--- src/include/forth_settings.svh ---
`ifndef FORTH_SETTINGS_SVH
`define FORTH_SETTINGS_SVH

// Datapath width of operands, results and registers
`define DATA_WIDTH 16

// Size of the general register file
`define REG_COUNT 16

// Enough bits to name every register
`define REG_IDX_WIDTH 4

`endif

--- src/verilog/forthPkg.sv ---
`include "forth_settings.svh"

package forthPkg;

	typedef logic [`DATA_WIDTH-1:0] dataWord;
	typedef logic [`REG_IDX_WIDTH-1:0] regIdx;

	typedef enum logic [3:0] {
		opMov = 4'd0, // Copy of operand B
		opAdd = 4'd1,
		opSub = 4'd2,
		opMul = 4'd3, // Low half kept, high half feeds parity
		opOr = 4'd4,
		opAnd = 4'd5,
		opXor = 4'd6,
		opSl = 4'd7, // Shift left, last bit out into carry
		opSr = 4'd8,
		opSra = 4'd9, // Sign bit kept
		opRot = 4'd10, // Rotate right
		opBit = 4'd11, // Test single bit
		opSet = 4'd12,
		opClr = 4'd13,
		opCmp = 4'd14, // Subtract without write-back
		opSex = 4'd15 // Sign extend from bit position
	} aluOp;

	typedef struct packed {
		aluOp op;
		regIdx srcA;
		regIdx srcB;
		regIdx dest;
	} aluCmd;

	typedef struct packed {
		regIdx idx;
		dataWord value;
	} regLoad;

	typedef struct packed {
		logic sign;
		logic carry;
		logic zero;
		logic parity; // Overflow or MUL high half on arithmetic ops
	} aluFlags;

	typedef struct packed {
		dataWord value;
		aluFlags flags;
	} aluOut;

	// Only these three touch the carry flag
	function automatic logic producesCarry(aluOp op);
		return (op == opAdd) || (op == opSub) || (op == opSl);
	endfunction

	// Compare leaves its destination alone
	function automatic logic writesBack(aluOp op);
		return op != opCmp;
	endfunction

endpackage

--- src/verilog/alu.sv ---
`timescale 1ns/10ps
`include "forth_settings.svh"

module alu (
	input forthPkg::aluOp op,
	input logic signed [`DATA_WIDTH-1:0] argA,
	input logic signed [`DATA_WIDTH-1:0] argB,
	output forthPkg::dataWord result,
	output forthPkg::aluFlags rawFlags,
	output logic carryValid
);
	import forthPkg::*;

	localparam int dataBits = `DATA_WIDTH;
	localparam int shiftBits = $clog2(`DATA_WIDTH);

	logic [shiftBits-1:0] amount; // Shift and bit position
	dataWord bitMask;
	dataWord sexMask;
	logic signed [2*dataBits-1:0] product;
	logic sexBit;
	logic carryOut;
	logic arithmetic;
	logic overflow;

	assign amount = argB[shiftBits-1:0];
	assign bitMask = dataWord'(1) << amount;
	assign sexMask = {dataBits{1'b1}} << amount; // Bits at and above the position
	assign product = argA * argB; // Full signed product
	assign sexBit = |(argA & bitMask);

	always_comb begin
		result = argB;
		carryOut = 1'b0;
		arithmetic = 1'b0;
		case (op)
			opMov: result = argB;
			opAdd: begin
				{carryOut, result} = {1'b0, argA} + {1'b0, argB};
				arithmetic = 1'b1;
			end
			opSub: begin
				{carryOut, result} = {1'b0, argA} - {1'b0, argB}; // Carry is the borrow
				arithmetic = 1'b1;
			end
			opMul: result = product[dataBits-1:0];
			opOr: result = argA | argB;
			opAnd: result = argA & argB;
			opXor: result = argA ^ argB;
			opSl: {carryOut, result} = {1'b0, argA} << amount;
			opSr: result = $unsigned(argA) >> amount;
			opSra: result = argA >>> amount;
			opRot: begin
				// A shift by the full width gives zero, so ROT by 0 is a copy
				result = ($unsigned(argA) >> amount) |
					($unsigned(argA) << (dataBits - amount));
			end
			opBit: result = argA & bitMask;
			opSet: result = argA | bitMask;
			opClr: result = argA & ~bitMask;
			opCmp: begin
				result = argA - argB;
				arithmetic = 1'b1;
			end
			opSex: begin
				if (sexBit) begin
					result = argA | sexMask;
				end else begin
					result = argA & ~sexMask;
				end
				arithmetic = 1'b1;
			end
		endcase
	end

	// Same overflow term for every arithmetic op, SUB and SEX included
	assign overflow = (argA[dataBits-1] & argB[dataBits-1] & ~result[dataBits-1]) |
		(~argA[dataBits-1] & ~argB[dataBits-1] & result[dataBits-1]);

	always_comb begin
		rawFlags.sign = result[dataBits-1];
		rawFlags.carry = carryOut;
		rawFlags.zero = (result == '0);
		if (op == opMul) begin
			rawFlags.parity = |product[2*dataBits-1:dataBits]; // Any bit in upper half
		end else if (arithmetic) begin
			rawFlags.parity = overflow;
		end else begin
			rawFlags.parity = result[0];
		end
	end

	assign carryValid = producesCarry(op);

endmodule

--- src/verilog/registerFile.sv ---
`timescale 1ns/10ps
`include "forth_settings.svh"

module registerFile (
	input logic clk,
	input logic rstN,
	input forthPkg::regIdx rdIdxA,
	input forthPkg::regIdx rdIdxB,
	output forthPkg::dataWord rdDataA,
	output forthPkg::dataWord rdDataB,
	input logic wrEn,
	input forthPkg::regIdx wrIdx,
	input forthPkg::dataWord wrData
);
	import forthPkg::*;

	dataWord regs [`REG_COUNT];

	// Reads see the array directly, so a write is visible the next cycle
	assign rdDataA = regs[rdIdxA];
	assign rdDataB = regs[rdIdxB];

	always_ff @(posedge clk or negedge rstN) begin
		if (!rstN) begin
			for (int i = 0; i < `REG_COUNT; i++) begin
				regs[i] <= '0; // Every register reads zero after reset
			end
		end else if (wrEn) begin
			regs[wrIdx] <= wrData;
		end
	end

endmodule

--- src/verilog/executeStage.sv ---
`timescale 1ns/10ps

module executeStage (
	input logic clk,
	input logic rstN,
	input logic cmdValid,
	input forthPkg::aluCmd cmd,
	input logic loadValid,
	input forthPkg::regLoad load,
	output forthPkg::regIdx rdIdxA,
	output forthPkg::regIdx rdIdxB,
	input forthPkg::dataWord rdDataA,
	input forthPkg::dataWord rdDataB,
	output forthPkg::aluOp aluOpSel,
	output forthPkg::dataWord aluArgA,
	output forthPkg::dataWord aluArgB,
	input forthPkg::dataWord aluResult,
	input forthPkg::aluFlags aluRawFlags,
	input logic aluCarryValid,
	output logic wrEn,
	output forthPkg::regIdx wrIdx,
	output forthPkg::dataWord wrData,
	output logic resValid,
	output forthPkg::aluOut res,
	output forthPkg::aluFlags flags
);
	import forthPkg::*;

	aluCmd cmdReg; // Command in its execute cycle
	logic cmdPending;
	logic wbEn; // Write-back request before arbitration
	aluFlags flagReg;
	aluFlags mergedFlags;

	always_ff @(posedge clk or negedge rstN) begin
		if (!rstN) begin
			cmdPending <= 1'b0;
		end else begin
			cmdPending <= cmdValid;
		end
	end

	always_ff @(posedge clk) begin
		if (cmdValid) begin
			cmdReg <= cmd;
		end
	end

	// Operands come straight from the register file
	assign rdIdxA = cmdReg.srcA;
	assign rdIdxB = cmdReg.srcB;
	assign aluOpSel = cmdReg.op;
	assign aluArgA = rdDataA;
	assign aluArgB = rdDataB;

	assign wbEn = cmdPending && writesBack(cmdReg.op);

	// One write port, and a load always owns it
	// A write-back that meets a load in the same cycle is lost
	assign wrEn = loadValid || wbEn;
	assign wrIdx = loadValid ? load.idx : cmdReg.dest;
	assign wrData = loadValid ? load.value : aluResult;

	always_comb begin
		mergedFlags = aluRawFlags;
		if (!aluCarryValid) begin
			mergedFlags.carry = flagReg.carry; // Held carry survives non-carry ops
		end
	end

	always_ff @(posedge clk or negedge rstN) begin
		if (!rstN) begin
			resValid <= 1'b0;
			res <= '0;
			flagReg <= '0;
		end else begin
			resValid <= cmdPending;
			if (cmdPending) begin
				res.value <= aluResult;
				res.flags <= aluRawFlags; // Raw flags, not the merged word
				flagReg <= mergedFlags;
			end
		end
	end

	assign flags = flagReg;

endmodule

--- src/verilog/aluCore.sv ---
`timescale 1ns/10ps

module aluCore (
	input logic clk,
	input logic rstN,
	input logic cmdValid,
	input forthPkg::aluCmd cmd,
	input logic loadValid,
	input forthPkg::regLoad load,
	output logic resValid,
	output forthPkg::aluOut res,
	output forthPkg::aluFlags flags
);
	import forthPkg::*;

	regIdx rdIdxA;
	regIdx rdIdxB;
	dataWord rdDataA;
	dataWord rdDataB;
	aluOp aluOpSel;
	dataWord aluArgA;
	dataWord aluArgB;
	dataWord aluResult;
	aluFlags aluRawFlags;
	logic aluCarryValid;
	logic wrEn;
	regIdx wrIdx;
	dataWord wrData;

	registerFile regFile (
		.clk(clk),
		.rstN(rstN),
		.rdIdxA(rdIdxA),
		.rdIdxB(rdIdxB),
		.rdDataA(rdDataA),
		.rdDataB(rdDataB),
		.wrEn(wrEn),
		.wrIdx(wrIdx),
		.wrData(wrData)
	);

	alu aluUnit (
		.op(aluOpSel),
		.argA(aluArgA), // Taken as signed inside the ALU
		.argB(aluArgB),
		.result(aluResult),
		.rawFlags(aluRawFlags),
		.carryValid(aluCarryValid)
	);

	executeStage exec (
		.clk(clk),
		.rstN(rstN),
		.cmdValid(cmdValid),
		.cmd(cmd),
		.loadValid(loadValid),
		.load(load),
		.rdIdxA(rdIdxA),
		.rdIdxB(rdIdxB),
		.rdDataA(rdDataA),
		.rdDataB(rdDataB),
		.aluOpSel(aluOpSel),
		.aluArgA(aluArgA),
		.aluArgB(aluArgB),
		.aluResult(aluResult),
		.aluRawFlags(aluRawFlags),
		.aluCarryValid(aluCarryValid),
		.wrEn(wrEn),
		.wrIdx(wrIdx),
		.wrData(wrData),
		.resValid(resValid),
		.res(res),
		.flags(flags)
	);

endmodule

--- config.mk ---
export PLATFORM = sky130hd
export DESIGN_NAME = aluCore
export DESIGN_NICKNAME = d
export VERILOG_FILES = /design/src/verilog/forthPkg.sv /design/src/verilog/alu.sv /design/src/verilog/registerFile.sv /design/src/verilog/executeStage.sv /design/src/verilog/aluCore.sv
export VERILOG_INCLUDE_DIRS = /design/src /design/src/include
export SDC_FILE = /design/constraint.sdc
export NUM_CORES = 2
export LEC_CHECK = 0
export BUFFER_PORTS_ARGS = -buffer_cell sky130_fd_sc_hd__buf_2
export CAP_MARGIN = 10
export CORE_MARGIN = 1.5
export CORE_UTILIZATION = 50
export DETAILED_ROUTE_END_ITERATION = 10
export HOLD_SLACK_MARGIN = 0.15
export PLACE_DENSITY = 0.66
export SLEW_MARGIN = 20
export SYNTH_ARGS = -nofsm -noshare
export SYNTH_HDL_FRONTEND = slang
export SYNTH_SLANG_ARGS = --single-unit
export TNS_END_PERCENT = 1
--- constraint.sdc ---
create_clock -name clk -period 9.35 [get_ports clk]
set_clock_uncertainty 0.15 [all_clocks]
set_input_delay 2.3375 -clock clk [delete_from_list [all_inputs] [get_ports clk]]
set_output_delay 2.3375 -clock clk [all_outputs]
set_load 0.005 [all_outputs]
==> run_results.csv <==
group,metric,value,unit
global_routing,grt_util_all_layers,39.7,%
clock_network,clock_tree.root_cell,"sky130_fd_sc_hd__clkbuf_16",
clock_network,ctsLongestPathBuffers,3,
clock_network,tritoncts_buffers,30,
worst_setup_path,worstPathBufferInverterCount,5,
final_layout,areaGrowthSynthToFinish,9.58,%
floorplanning,initial_utilization,50.9,%
clock_network,cts_num_sinks,294,
route,drc_errors,0,
clock_network,clock_insertion_delay_worst_skew,0.57,ns
sta,post-route-min-period,9.08,ns
worst_setup_path,crit_top_cell,"sky130_fd_sc_hd__fa_1",
global_routing,grt_pass1_wl,181000,µm
sta,tightestPinTransition,1.12,ns
route,drt_iter0_drc,2831,
worst_setup_path,worstPathRequired,9.63,ns
worst_setup_path,worst-endpoint-arrival,9.36,ns
run_status,run_status,"complete, no violations",
final_layout,finalNetCount,3643,
global_routing,grt_pass1_vias,27000,
placement,dp_worst_setup_slack,0.326,ns
route,routed_via_density,6.65,
sta,timing.final.ws_setup,0.270,ns
synthesis,async_flop_share,94.6,%
synthesis,synth_most_common_cell,"sky130_fd_sc_hd__nor2_1",
synthesis,synthCells,3171,
route,final_antenna_net_count,0,
synthesis,synth.yosys.warnings,0,
synthesis,syn_area,30200,µm²
sta,slew_headroom,24.7,%
global_routing,grt_overflow_total,0,
synthesis,synth_nets,3600,
worst_setup_path,critical_path.startpoint_type,"flop",
worst_setup_path,worst-path-max-fanout,16,
worst_setup_path,end_kind,"flop",
route,drtPass1Iterations,6,
worst_setup_path,crit_type,"flop to flop",
synthesis,flip_flop_and_latch_count_after_synthesis,294,
floorplanning,io_pins,65,
sta,number_of_max_slew_violations_in_the_final_report,0,
route,wl_per_cell,30.8,µm
synthesis,synth_enable_flop_cells,16,
global_routing,number_of_antenna_violations_at_the_first_check_in_global_routing,6,
floorplanning,fp.dieArea,61900,µm²
worst_setup_path,path_delay_family,"adder cells",
sta,fmax,110,MHz
sta,min_period_over_period,97.1,%
clock_network,hold_buffers,0,
clock_network,tritoncts_clock_tree,"yes",
floorplanning,dieHeight,249,µm
clock_network,htree_num_levels,1,
synthesis,cell_variety_after_synth,88,
floorplanning,core,59400,µm²
run,cap_violations,0,
route,drt_wl_total,124000,µm
min_path,holdCritPathClass,"flop to flop",
synthesis,post_synth.cell_area_avg,9.52,µm²
placement,gp_congestion,1.05,
sta,hold_viol_final,0,
final_layout,post_route_cells_drive_above_1_share,18.6,%
worst_setup_path,slowest_stage,"sky130_fd_sc_hd__nor2_1",
placement,hpwlAfterDp,91400,µm
global_routing,maximum_number_of_pins_on_one_net_before_global_route_repair,187,
worst_setup_path,cpPeakStageDelay,0.91,ns
synthesis,netlist.top_cell.by_area,"sky130_fd_sc_hd__dfrtp_1",
synthesis,share_of_yosys_cell_area_claimed_by_the_top_area_cell_type,23.0,%
synthesis,synth.top_cells.by_area,"sky130_fd_sc_hd__dfrtp_1 23%, sky130_fd_sc_hd__fa_1 18%, sky130_fd_sc_hd__mux4_2 9.6%",
synthesis,synth_top_flop_cell,"sky130_fd_sc_hd__dfrtp_1",
sta,setup_viol,0,
clock_network,clk_pin_slew_worst_paths,0.07,ns
synthesis,yosysSeqAreaShare,24.6,%
floorplanning,floorplan.die.width,249,µm
floorplanning,rows,89,
synthesis,synth_top_cells_by_count,"374 x sky130_fd_sc_hd__nor2_1, 336 x sky130_fd_sc_hd__inv_1, 311 x sky130_fd_sc_hd__nand2_1, 278 x sky130_fd_sc_hd__dfrtp_1, 264 x sky130_fd_sc_hd__fa_1",
placement,portBuffers,64,
route,vias,26700,
==> final cells by class <==
cell class                 instances  area (µm²)
antenna                            4        10.0
inverter                         353        1330
timing repair buffer             236        1780
clock inverter                    16         213
sequential                       294        7440
clock buffer                      39         867
fill                            5272       26300
tap                              773         967
multi-input combinational       2299       20500
==> sequential cells by signal (all words and copies together) (netlist names) <==
signal,count
exec.rdIdxB,4
exec.resValid,1
exec.flags,3
exec.aluOpSel,4
exec.res,17
regFile.regs,256
exec.cmdReg,4
exec.rdIdxA,4
exec.cmdPending,1
==> worst paths after layout <==
check                      slack [ns]                 to  cells after the start             start
min in group asynchronous        1.62  regFile.regs[145]                      1              rstN
min reg2reg                      0.35   regFile.regs[47]                      2  regFile.regs[47]
min                              0.35   regFile.regs[47]                      2  regFile.regs[47]
max                              0.27   regFile.regs[45]                     26    exec.rdIdxA[2]
max reg2reg                      0.27   regFile.regs[45]                     26    exec.rdIdxA[2]
max in group asynchronous        5.84    regFile.regs[7]                      3              rstN
==> through the flow <==
stage | instance area (µm²) | util (%) | instances | setup TNS (ns) | hold slack [ns]
after floorplan | 30200 | - | 3171 | 0 | 0.222
after global placement | 31900 | 53.7 | 3948 | 0 | 0.325
after detailed placement | 31900 | 53.7 | 3948 | 0 | 0.340
after CTS | 33000 | 55.6 | 4003 | 0 | 0.355
after global routing | 33100 | 55.7 | 4012 | -0.00973 | 0.375
final | 33100 | 55.7 | 4014 | 0 | 0.354
==> worst register-to-register path, stage by stage, from the launching register on <==
cell	delay, ns
sky130_fd_sc_hd__edfxtp_1	0.56
sky130_fd_sc_hd__nor2_1	0.91
sky130_fd_sc_hd__a22oi_1	0.24
sky130_fd_sc_hd__and2_1	0.30
sky130_fd_sc_hd__inv_1	0.35
sky130_fd_sc_hd__nand2_1	0.18
sky130_fd_sc_hd__fa_1	0.55
sky130_fd_sc_hd__fa_1	0.46
sky130_fd_sc_hd__fa_1	0.51
sky130_fd_sc_hd__fa_1	0.54
sky130_fd_sc_hd__inv_1	0.05
sky130_fd_sc_hd__fa_1	0.48
sky130_fd_sc_hd__inv_1	0.05
sky130_fd_sc_hd__fa_1	0.47
sky130_fd_sc_hd__inv_1	0.05
sky130_fd_sc_hd__ha_1	0.37
sky130_fd_sc_hd__a21o_1	0.21
sky130_fd_sc_hd__a21oi_1	0.16
sky130_fd_sc_hd__nand2_1	0.09
sky130_fd_sc_hd__or3_1	0.33
sky130_fd_sc_hd__a31oi_1	0.43
sky130_fd_sc_hd__nand4_1	0.31
sky130_fd_sc_hd__o41ai_2	0.51
sky130_fd_sc_hd__nor2_1	0.18
sky130_fd_sc_hd__a21oi_1	0.19
sky130_fd_sc_hd__buf_4	0.22
sky130_fd_sc_hd__o21ai_0	0.12
==> cell usage in the layout (no fill, tap or decap), drive strengths merged, types with 13 or more instances in the layout <==
| cell | count |
|---|---|
| nand2b | 16 |
| o211ai | 22 |
| a21o | 16 |
| inv | 343 |
| nor3 | 34 |
| dfrtp | 278 |
| a221oi | 24 |
| o22ai | 24 |
| o221ai | 13 |
| mux2 | 119 |
| mux2i | 88 |
| o21ai | 159 |
| a211oi | 21 |
| buf | 236 |
| nor2 | 374 |
| nor2b | 18 |
| a31oi | 34 |
| xnor2 | 31 |
| nand3 | 33 |
| edfxtp | 16 |
| mux4 | 129 |
| clkinv | 19 |
| clkbuf | 39 |
| a22oi | 24 |
| a22o | 16 |
| fa | 264 |
| ha | 125 |
| a21oi | 216 |
| nand2 | 311 |
==> timing repair <==
action,CTS,global route
resized for setup,0,4
endpoints found under the setup margin,0,76
buffers inserted,0,6
==> metal layers <==
metal	global-route usage, %	wire length [µm]	vias to the layer above
li1	-	-	11100
met3	8.60	11900	434
met4	23.7	8500	6
met2	63.2	56900	1621
met5	1.00	78	-
met1	49.9	46300	13500
==> cell families (layout without fill, tap and decap cells) <==
group,after synthesis,in the layout,share of synthesized area (%)
flops,294,294,24.6
fa+ha+maj,389,389,22.7
simple gates,850,850,11.7
compound gates,684,684,14.8
other cells,0,4,0
xor+xnor,40,40,1.16
mux,336,336,17.1
buf+inv,578,644,7.84
Power is not shown: default switching activity piles up to over one toggle a cycle in this logic, so the estimate is an artifact.
